--- src/logic/rv_pkg.sv ---
package rv_pkg;

    // major opcodes handled by the pipeline
    localparam logic [6:0] OP_LUI    = 7'b0110111;
    localparam logic [6:0] OP_AUIPC  = 7'b0010111;
    localparam logic [6:0] OP_JAL    = 7'b1101111;
    localparam logic [6:0] OP_JALR   = 7'b1100111;
    localparam logic [6:0] OP_BRANCH = 7'b1100011;
    localparam logic [6:0] OP_IMM    = 7'b0010011;
    localparam logic [6:0] OP_REG    = 7'b0110011;

    typedef enum logic [3:0] {
        ALU_ADD, ALU_SUB, ALU_SLL, ALU_SLT, ALU_SLTU, ALU_XOR,
        ALU_SRL, ALU_SRA, ALU_OR, ALU_AND, ALU_PASS_OP2
    } alu_ctrl_t;

    typedef enum logic [2:0] {
        BR_NONE, BR_BEQ, BR_BNE, BR_BLT, BR_BGE, BR_BLTU, BR_BGEU
    } br_func_t;

    typedef enum logic [1:0] {
        PC_INC, PC_BR, PC_JAL
    } pc_source_t;

    // operand source picked in decode
    typedef enum logic [1:0] {
        FWD_M  = 2'b00,
        FWD_W  = 2'b01,
        FWD_RF = 2'b10
    } fwd_sel_t;

    typedef struct packed {
        logic       alu_imm;
        logic       alu_pc;
        logic       jal_base_pc;
        logic       writes_rd;
        alu_ctrl_t  alu_ctrl;
        br_func_t   br_func;
        pc_source_t pc_source;
    } ex_ctrl_t;

endpackage

--- src/logic/pipe_if.sv ---
`timescale 1ns/1ns

interface dec_ex_if;
    logic             valid;
    rv_pkg::ex_ctrl_t ctrl;
    logic [4:0]       rd;
    logic [31:0]      rs1_data;
    logic [31:0]      rs2_data;
    logic [31:0]      imm;
    logic [31:0]      pc;
    rv_pkg::fwd_sel_t fwd_rs1;
    rv_pkg::fwd_sel_t fwd_rs2;

    modport dec (output valid, ctrl, rd, rs1_data, rs2_data, imm, pc, fwd_rs1, fwd_rs2);
    modport ex (input valid, ctrl, rd, rs1_data, rs2_data, imm, pc, fwd_rs1, fwd_rs2);
endinterface

interface fwd_if;
    // one ahead of execute
    logic        m_valid;
    logic [4:0]  m_rd;
    logic [31:0] m_data;
    // two ahead, already in the register file
    logic        w_valid;
    logic [4:0]  w_rd;
    logic [31:0] w_data;

    modport wb (output m_valid, m_rd, m_data, w_valid, w_rd, w_data);
    modport dec (input m_valid, m_rd, m_data, w_valid, w_rd);
    modport ex (input m_data, w_data);
endinterface

--- src/logic/reg_file.sv ---
`timescale 1ns/1ns

module reg_file #(
    parameter int num_regs = 32
) (
    input  logic        clk,
    input  logic        reset,
    input  logic [4:0]  rs1_addr,
    input  logic [4:0]  rs2_addr,
    output logic [31:0] rs1_data,
    output logic [31:0] rs2_data,
    input  logic        we,
    input  logic [4:0]  wd_addr,
    input  logic [31:0] wd_data
);

    logic [31:0] regs [num_regs];

    always_ff @(posedge clk) begin
        if (reset) begin
            for (int i = 0; i < num_regs; i++) begin
                regs[i] <= 32'd0;
            end
        end else if (we && wd_addr != 5'd0 && 32'(wd_addr) < num_regs) begin
            regs[wd_addr] <= wd_data;
        end
    end

    // x0 and out of range read zero
    assign rs1_data = (rs1_addr != 5'd0 && 32'(rs1_addr) < num_regs) ? regs[rs1_addr] : 32'd0;
    assign rs2_data = (rs2_addr != 5'd0 && 32'(rs2_addr) < num_regs) ? regs[rs2_addr] : 32'd0;

endmodule

--- src/logic/decode_stage.sv ---
`timescale 1ns/1ns

module decode_stage #(
    parameter int num_regs = 32
) (
    input  logic        clk,
    input  logic        reset,
    input  logic        in_valid,
    input  logic [31:0] in_instr,
    input  logic [31:0] in_pc,
    input  logic        take_branch,
    fwd_if.dec          fwd,
    dec_ex_if.dec       de
);

    logic [6:0]        opcode;
    logic [4:0]        rd;
    logic [2:0]        funct3;
    logic [4:0]        rs1;
    logic [4:0]        rs2;
    logic [6:0]        funct7;
    logic [31:0]       imm_i, imm_s, imm_b, imm_u, imm_j;
    logic [31:0]       imm;
    logic [31:0]       rf_rs1_data, rf_rs2_data;
    rv_pkg::alu_ctrl_t arith_op;
    rv_pkg::ex_ctrl_t  ctrl;
    rv_pkg::fwd_sel_t  fwd_rs1, fwd_rs2;

    // matched against the instruction in execute, then the one in writeback
    function automatic rv_pkg::fwd_sel_t pick_src(input logic [4:0] rs);
        logic live;
        live = (rs != 5'd0) && (32'(rs) < num_regs);
        if (live && de.valid && de.ctrl.writes_rd && de.rd == rs) begin
            return rv_pkg::FWD_M;
        end else if (live && fwd.m_valid && fwd.m_rd == rs) begin
            return rv_pkg::FWD_W;
        end
        return rv_pkg::FWD_RF;
    endfunction

    assign opcode = in_instr[6:0];
    assign rd     = in_instr[11:7];
    assign funct3 = in_instr[14:12];
    assign rs1    = in_instr[19:15];
    assign rs2    = in_instr[24:20];
    assign funct7 = in_instr[31:25];

    assign imm_i = {{20{in_instr[31]}}, in_instr[31:20]};
    assign imm_s = {{20{in_instr[31]}}, in_instr[31:25], in_instr[11:7]};
    assign imm_b = {{19{in_instr[31]}}, in_instr[31], in_instr[7], in_instr[30:25],
                    in_instr[11:8], 1'b0};
    assign imm_u = {in_instr[31:12], 12'd0};
    assign imm_j = {{11{in_instr[31]}}, in_instr[31], in_instr[19:12], in_instr[20],
                    in_instr[30:21], 1'b0};

    reg_file #(
        .num_regs (num_regs)
    ) u_reg_file (
        .clk      (clk),
        .reset    (reset),
        .rs1_addr (rs1),
        .rs2_addr (rs2),
        .rs1_data (rf_rs1_data),
        .rs2_data (rf_rs2_data),
        .we       (fwd.m_valid),
        .wd_addr  (fwd.m_rd),
        .wd_data  (fwd.m_data)
    );

    // funct3 to ALU op, sub only in register form
    always_comb begin
        unique case (funct3)
            3'b000:  arith_op = (opcode == rv_pkg::OP_REG && funct7[5]) ? rv_pkg::ALU_SUB
                                                                        : rv_pkg::ALU_ADD;
            3'b001:  arith_op = rv_pkg::ALU_SLL;
            3'b010:  arith_op = rv_pkg::ALU_SLT;
            3'b011:  arith_op = rv_pkg::ALU_SLTU;
            3'b100:  arith_op = rv_pkg::ALU_XOR;
            3'b101:  arith_op = funct7[5] ? rv_pkg::ALU_SRA : rv_pkg::ALU_SRL;
            3'b110:  arith_op = rv_pkg::ALU_OR;
            default: arith_op = rv_pkg::ALU_AND;
        endcase
    end

    always_comb begin
        ctrl.alu_imm     = 1'b0;
        ctrl.alu_pc      = 1'b0;
        ctrl.jal_base_pc = 1'b0;
        ctrl.writes_rd   = 1'b0;
        ctrl.alu_ctrl    = rv_pkg::ALU_ADD;
        ctrl.br_func     = rv_pkg::BR_NONE;
        ctrl.pc_source   = rv_pkg::PC_INC;
        imm              = imm_i;
        unique case (opcode)
            rv_pkg::OP_LUI: begin
                ctrl.writes_rd = 1'b1;
                ctrl.alu_imm   = 1'b1;
                ctrl.alu_ctrl  = rv_pkg::ALU_PASS_OP2;
                imm            = imm_u;
            end
            rv_pkg::OP_AUIPC: begin
                ctrl.writes_rd = 1'b1;
                ctrl.alu_imm   = 1'b1;
                ctrl.alu_pc    = 1'b1;
                imm            = imm_u;
            end
            rv_pkg::OP_JAL: begin
                ctrl.writes_rd   = 1'b1;
                ctrl.jal_base_pc = 1'b1;
                ctrl.pc_source   = rv_pkg::PC_JAL;
                imm              = imm_j;
            end
            rv_pkg::OP_JALR: begin
                ctrl.writes_rd = 1'b1;
                ctrl.pc_source = rv_pkg::PC_JAL;
            end
            rv_pkg::OP_BRANCH: begin
                ctrl.pc_source = rv_pkg::PC_BR;
                imm            = imm_b;
                unique case (funct3)
                    3'b000:  ctrl.br_func = rv_pkg::BR_BEQ;
                    3'b001:  ctrl.br_func = rv_pkg::BR_BNE;
                    3'b100:  ctrl.br_func = rv_pkg::BR_BLT;
                    3'b101:  ctrl.br_func = rv_pkg::BR_BGE;
                    3'b110:  ctrl.br_func = rv_pkg::BR_BLTU;
                    3'b111:  ctrl.br_func = rv_pkg::BR_BGEU;
                    default: ctrl.br_func = rv_pkg::BR_NONE;
                endcase
            end
            rv_pkg::OP_IMM: begin
                ctrl.writes_rd = 1'b1;
                ctrl.alu_imm   = 1'b1;
                ctrl.alu_ctrl  = arith_op;
            end
            rv_pkg::OP_REG: begin
                ctrl.writes_rd = 1'b1;
                ctrl.alu_ctrl  = arith_op;
            end
            // no-op; S form kept for stores
            default: imm = imm_s;
        endcase
    end

    always_comb begin
        fwd_rs1 = pick_src(rs1);
        fwd_rs2 = pick_src(rs2);
    end

    // squash the slot behind a redirect
    always_ff @(posedge clk) begin
        if (reset) begin
            de.valid <= 1'b0;
        end else begin
            de.valid <= in_valid && !take_branch;
        end
    end

    always_ff @(posedge clk) begin
        de.ctrl     <= ctrl;
        de.rd       <= rd;
        de.rs1_data <= rf_rs1_data;
        de.rs2_data <= rf_rs2_data;
        de.imm      <= imm;
        de.pc       <= in_pc;
        de.fwd_rs1  <= fwd_rs1;
        de.fwd_rs2  <= fwd_rs2;
    end

    a_shift_funct7: assert property (@(posedge clk) disable iff (reset)
        (in_valid && opcode == rv_pkg::OP_REG && funct3[1:0] == 2'b01)
        |-> (funct7 == 7'h00 || funct7 == 7'h20));

endmodule

--- src/logic/alu.sv ---
`timescale 1ns/1ns

module alu (
    input  logic [31:0]       alu_op1,
    input  logic [31:0]       alu_op2,
    input  rv_pkg::alu_ctrl_t alu_ctrl,
    output logic [31:0]       alu_result
);

    logic [4:0] shamt;

    assign shamt = alu_op2[4:0];

    always_comb begin
        unique case (alu_ctrl)
            rv_pkg::ALU_ADD:      alu_result = alu_op1 + alu_op2;
            rv_pkg::ALU_SUB:      alu_result = alu_op1 - alu_op2;
            rv_pkg::ALU_SLL:      alu_result = alu_op1 << shamt;
            rv_pkg::ALU_SLT:      alu_result = {31'd0, $signed(alu_op1) < $signed(alu_op2)};
            rv_pkg::ALU_SLTU:     alu_result = {31'd0, alu_op1 < alu_op2};
            rv_pkg::ALU_XOR:      alu_result = alu_op1 ^ alu_op2;
            rv_pkg::ALU_SRL:      alu_result = alu_op1 >> shamt;
            rv_pkg::ALU_SRA:      alu_result = $unsigned($signed(alu_op1) >>> shamt);
            rv_pkg::ALU_OR:       alu_result = alu_op1 | alu_op2;
            rv_pkg::ALU_AND:      alu_result = alu_op1 & alu_op2;
            // lui
            rv_pkg::ALU_PASS_OP2: alu_result = alu_op2;
            default:              alu_result = 32'd0;
        endcase
    end

endmodule

--- src/logic/execute.sv ---
`timescale 1ns/1ns

module execute (
    input  logic        clk,
    dec_ex_if.ex        de,
    fwd_if.ex           fwd,
    output logic        res_valid,
    output logic [4:0]  res_rd,
    output logic [31:0] res_data,
    output logic        take_branch,
    output logic [31:0] branch_target
);

    logic [31:0] rs1_data, rs2_data;
    logic [31:0] alu_op1, alu_op2, alu_result;
    logic [31:0] br_addr, jal_sum, jal_addr, pc_inc;
    logic        br_taken;
    logic        redirect;

    always_comb begin
        unique case (de.fwd_rs1)
            rv_pkg::FWD_M: rs1_data = fwd.m_data;
            rv_pkg::FWD_W: rs1_data = fwd.w_data;
            default:       rs1_data = de.rs1_data;
        endcase
    end

    always_comb begin
        unique case (de.fwd_rs2)
            rv_pkg::FWD_M: rs2_data = fwd.m_data;
            rv_pkg::FWD_W: rs2_data = fwd.w_data;
            default:       rs2_data = de.rs2_data;
        endcase
    end

    assign alu_op1 = de.ctrl.alu_pc ? de.pc : rs1_data;
    assign alu_op2 = de.ctrl.alu_imm ? de.imm : rs2_data;

    alu u_alu (
        .alu_op1    (alu_op1),
        .alu_op2    (alu_op2),
        .alu_ctrl   (de.ctrl.alu_ctrl),
        .alu_result (alu_result)
    );

    always_comb begin
        unique case (de.ctrl.br_func)
            rv_pkg::BR_BEQ:  br_taken = (rs1_data == rs2_data);
            rv_pkg::BR_BNE:  br_taken = (rs1_data != rs2_data);
            rv_pkg::BR_BLT:  br_taken = ($signed(rs1_data) < $signed(rs2_data));
            rv_pkg::BR_BGE:  br_taken = ($signed(rs1_data) >= $signed(rs2_data));
            rv_pkg::BR_BLTU: br_taken = (rs1_data < rs2_data);
            rv_pkg::BR_BGEU: br_taken = (rs1_data >= rs2_data);
            default:         br_taken = 1'b0;
        endcase
    end

    assign br_addr  = de.pc + de.imm;
    assign jal_sum  = (de.ctrl.jal_base_pc ? de.pc : rs1_data) + de.imm;
    // jalr drops bit 0
    assign jal_addr = {jal_sum[31:1], 1'b0};
    assign pc_inc   = de.pc + 32'd4;

    always_comb begin
        unique case (de.ctrl.pc_source)
            rv_pkg::PC_BR: begin
                redirect      = br_taken;
                branch_target = br_addr;
            end
            rv_pkg::PC_JAL: begin
                redirect      = 1'b1;
                branch_target = jal_addr;
            end
            default: begin
                redirect      = 1'b0;
                branch_target = br_addr;
            end
        endcase
    end

    assign take_branch = de.valid && redirect;

    assign res_valid = de.valid && de.ctrl.writes_rd && (de.rd != 5'd0);
    assign res_rd    = de.rd;
    assign res_data  = (de.ctrl.pc_source == rv_pkg::PC_JAL) ? pc_inc : alu_result;

    a_fwd_sel_legal: assert property (@(posedge clk)
        de.valid |-> (de.fwd_rs1 != 2'b11 && de.fwd_rs2 != 2'b11));

    // slot behind a redirect arrives squashed
    a_no_back_to_back_redirect: assert property (@(posedge clk)
        take_branch |=> !take_branch);

endmodule

--- src/logic/writeback_stage.sv ---
`timescale 1ns/1ns

module writeback_stage (
    input  logic        clk,
    input  logic        reset,
    input  logic        res_valid,
    input  logic [4:0]  res_rd,
    input  logic [31:0] res_data,
    fwd_if.wb           fwd
);

    always_ff @(posedge clk) begin
        if (reset) begin
            fwd.m_valid <= 1'b0;
            fwd.w_valid <= 1'b0;
        end else begin
            fwd.m_valid <= res_valid;
            fwd.w_valid <= fwd.m_valid;
        end
    end

    // m is the retiring result, w trails it by a cycle
    always_ff @(posedge clk) begin
        fwd.m_rd   <= res_rd;
        fwd.m_data <= res_data;
        fwd.w_rd   <= fwd.m_rd;
        fwd.w_data <= fwd.m_data;
    end

    a_no_x0_write: assert property (@(posedge clk) disable iff (reset)
        fwd.m_valid |-> (fwd.m_rd != 5'd0));

endmodule

--- src/logic/rv_core_top.sv ---
`timescale 1ns/1ns

module rv_core_top #(
    parameter int num_regs = 32
) (
    input  logic        clk,
    input  logic        reset,
    input  logic        in_valid,
    input  logic [31:0] in_instr,
    input  logic [31:0] in_pc,
    output logic        take_branch,
    output logic [31:0] branch_target,
    output logic        wb_valid,
    output logic [4:0]  wb_rd,
    output logic [31:0] wb_data
);

    logic        res_valid;
    logic [4:0]  res_rd;
    logic [31:0] res_data;

    dec_ex_if de_bus ();
    fwd_if    fwd_bus ();

    decode_stage #(
        .num_regs (num_regs)
    ) u_decode (
        .clk         (clk),
        .reset       (reset),
        .in_valid    (in_valid),
        .in_instr    (in_instr),
        .in_pc       (in_pc),
        .take_branch (take_branch),
        .fwd         (fwd_bus.dec),
        .de          (de_bus.dec)
    );

    execute u_execute (
        .clk           (clk),
        .de            (de_bus.ex),
        .fwd           (fwd_bus.ex),
        .res_valid     (res_valid),
        .res_rd        (res_rd),
        .res_data      (res_data),
        .take_branch   (take_branch),
        .branch_target (branch_target)
    );

    writeback_stage u_writeback (
        .clk       (clk),
        .reset     (reset),
        .res_valid (res_valid),
        .res_rd    (res_rd),
        .res_data  (res_data),
        .fwd       (fwd_bus.wb)
    );

    assign wb_valid = fwd_bus.m_valid;
    assign wb_rd    = fwd_bus.m_rd;
    assign wb_data  = fwd_bus.m_data;

endmodule

--- config.mk ---
export PLATFORM = sky130hd
export DESIGN_NAME = rv_core_top
export DESIGN_NICKNAME = d
export VERILOG_FILES = /design/src/logic/rv_pkg.sv /design/src/logic/pipe_if.sv /design/src/logic/reg_file.sv /design/src/logic/decode_stage.sv /design/src/logic/alu.sv /design/src/logic/execute.sv /design/src/logic/writeback_stage.sv /design/src/logic/rv_core_top.sv
export SDC_FILE = /design/constraint.sdc
export NUM_CORES = 2
export LEC_CHECK = 0
export BUFFER_PORTS_ARGS = -buffer_cell sky130_fd_sc_hd__buf_2
export CAP_MARGIN = 20
export CORE_MARGIN = 3
export CORE_UTILIZATION = 40
export CTS_CLUSTER_SIZE = 10
export DETAILED_ROUTE_END_ITERATION = 16
export PLACE_DENSITY = 0.53
export SLEW_MARGIN = 30
export SYNTH_ARGS = -nofsm -noshare
export SYNTH_HDL_FRONTEND = slang
export SYNTH_SLANG_ARGS = --single-unit
--- constraint.sdc ---
create_clock -name clk -period 5.15 [get_ports clk]
set_clock_uncertainty 0.05 [all_clocks]
set_input_delay 0.515 -clock clk [delete_from_list [all_inputs] [get_ports clk]]
set_output_delay 0.515 -clock clk [all_outputs]
set_load 0.02 [all_outputs]
==> results.cfg <==
[logic_synthesis]
ys_seq_area_frac = 0.463
ys_ff_latch = 1245
ys.flop_type = edfxtp_1
yosysUniqueCellTypes = 97
syn-cell-area_um2 = 76000
synth_cells = 6128
synth-async-reset-ratio = 0
avgSynthCellArea_um2 = 12.4
synth_edf_count = 1024
yosysWarnings = 0

[cells_and_area]
utilization = 0.462
fin_nets = 6617
fillers = 17000
regArea_um2 = 35200
syn_to_final_growth_pct = 14.6
stdcell_area_um2 = 87000
multi_input_area_um2 = 38900
final_layout_size_suffix_gt1_frac = 0.249

[floorplan]
die_area_um2 = 195000
start_util = 0.404
die_w_um = 442
fp.dieH_um = 442
core_area_um2 = 188000
num_rows = 159
pin_count = 138

[clocking]
clock_latency_ps = 810
clkSinkCount = 1245
cts_tree = done
htreeDepth = 4
clock-root-buffer = clkbuf_16
clk_transition_reported_paths_ps = 60
numCtsBuffers = 150
clockBufferDepth = 3

[worst_setup_path]
reg2reg_slack_ps = 190
crit_path_end_kind = output pin
cp-start-kind = flip-flop
cp_max_fo = 7
cp_data_arrival_time_ps = 4520
crit_type = flip-flop to output pin
cp.required_ps = 4590

[routing]
drt_pass1_iterations = 6
drt_iter0_markers = 7403
drc = 0
wl_met1_um = 126000
vias_per_cell = 6.28
drt-total-wl_um = 319000
top_layer = met5
wl_per_cell_um = 35.6
route.met2.wl_um = 146000
vias = 56200
wl_met3_um = 29200
ant_nets = 0

[power]
power.density_nw_per_um2 = 365
p_leak_nw = 32.7
ir_worst_vdd_mv = 0.285

[timing]
layout_min_cycle_time_ps = 5080
slew-limit-headroom = 0.313
slew_viol_final = 0
hold_viol_final = 0
hold_ws_ps = 100
finalSetupViolCount = 0
fin_crit_sh = 0.987
rsz0062_at_grt = true
worst_pin_slew_ps = 1030
fmax_ghz = 0.197

[placement]
placement.io_buffers = 137
dp_hpwl_um = 215000
place.gp.congestion = 0.989
placed_area_um2 = 81300

[global_route]
grt_max_degree = 74
grt_usage = 0.320
overflow = 0
grt_pass1_wl_um = 442000
grt_antenna_before_repair = 29
first_global_vias = 55600

[job]
drv_cap = 0

[outcome]
status = finished, final reports clean

[hold_path]
hp-class = input port to flip-flop
-- repair_timing --
action | in CTS | in global routing
pin swaps | 11 | 21
hold endpoints to repair | 62 | 0
setup endpoints to repair | 18 | 17
gates cloned | 2 | 2
hold buffers | 51 | 0
gates resized for setup | 80 | 63
setup buffers | 12 | 6
-- routing by layer --
layer | vias up | global-route usage
met5 | - | 0
met4 | 4 | 0.150
met3 | 644 | 0.0591
met2 | 3205 | 0.503
met1 | 28800 | 0.429
li1 | 23600 | -
-- logic make-up (layout without fill, tap and decap cells) --
group           Yosys count  in the layout  synth area share
mux                     915            915             0.227
buf+inv                 709            988            0.0372
flops                  1245           1245             0.463
fa+ha+maj               197            197            0.0328
compound gates          950            950            0.0837
simple gates           1994           1994             0.142
other cells               1             48         0.0000494
xor+xnor                117            117            0.0135
-- layout make-up --
type | count | area share
Tap cell | 2495 | 0.0359
Sequential cell | 1245 | 0.404
Timing Repair Buffer | 583 | 0.0538
Clock inverter | 22 | 0.00319
Clock buffer | 215 | 0.0476
Antenna cell | 16 | 0.000460
Inverter | 168 | 0.00730
Multi-Input combinational cell | 4205 | 0.447
-- layout by cell type (no fill, tap or decap), types with 27 or more instances in the layout --
cell type      instances
a21o_1                75
a21oi_1              225
a221oi_1              32
a31oi_1               27
and2_1              1002
buf_12                29
buf_2                123
buf_4                367
clkbuf_1              55
clkbuf_16            156
conb_1                32
dfxtp_1              213
dlygate4sd3_1         51
edfxtp_1            1024
ha_1                 178
inv_1                159
mux2_2                39
mux2i_1              202
mux4_2               644
nand2_1              263
nand3_1               57
nand4_1               29
nor2_1               339
nor2_4                34
nor2b_1               54
nor3_1                64
o211ai_1              49
o21ai_0              166
o21ai_1               41
o22ai_1               29
or2_2                 30
xnor2_1               84
xor2_1                32
-- report_power, final --
part           leakage [nW]  switching (mW)  internal (mW)
Combinational          18.1            6.28           3.24
Sequential             12.4           0.707           11.5
Clock                  2.14            4.39           5.62
Total                  32.7            11.4           20.4
-- metrics by stage --
step,power (mW),TNS [ps],setup slack (ps),cells
floorplan,17.2,0,534,6159
global placement,21.4,0,233,8624
detailed placement,21.4,0,256,8625
CTS,31.6,0,4.70,8927
global route,32.7,-132,-68.8,8941
finish,31.8,0,66.8,8949
-- sequential cells by signal, summed over array words and instances (netlist names) --
register,count
u_decode.de.fwd_rs2,2
u_decode.de.valid,1
u_decode.de.pc,32
u_decode.de.rd,5
u_writeback.fwd.m_data,32
u_decode.de.rs1_data,32
u_writeback.fwd.m_valid,1
u_decode.de.rs2_data,32
u_writeback.fwd.m_rd,5
u_decode.u_reg_file.regs,1024
u_decode.de.fwd_rs1,2
u_decode.de.ctrl,13
u_writeback.fwd.w_data,32
u_decode.de.imm,32
-- worst paths after layout --
kind | startpoint | to | depth (start not counted)
setup / recovery | u_decode.de.fwd_rs1[0]$_SDFF_PP0_ | branch_target[24] | 17
hold / removal | in_instr[5] | u_decode.de.ctrl[11]$_DFF_P_ | 2
setup reg to reg | u_decode.de.fwd_rs2[0]$_SDFF_PP0_ | u_writeback.fwd.m_data[29]$_DFF_P_ | 19
hold reg to reg | u_decode.de.rd[1]$_DFF_P_ | u_writeback.fwd.m_rd[1]$_DFF_P_ | 0
-- synth_stat cells, drive strengths merged, types with 166 or more instances --
master  instances  area (um2)
edfxtp       1024       30700
and2         1002        6270
mux4          644       14500
clkbuf        407        1530
nor2          376        1420
nand2         263         987
a21oi         238        1190
mux2i         229        2300
dfxtp         221        4420
o21ai         219        1100
ha            193        2410
inv           166         628
-- critical path, stage by stage, from the launching register on --
cell,delay (ps)
dfxtp_4,450
buf_12,190
mux2i_4,250
o21ai_2,90
mux2_4,300
ha_4,230
o21a_1,180
o21a_1,210
o211a_1,260
o31a_1,290
buf_6,140
o21a_1,190
a21o_1,190
a311oi_2,280
xnor2_1,140
nand2_1,60
o21ai_1,100
buf_4,170
No activity file was read; power rests on OpenSTA's default activity.
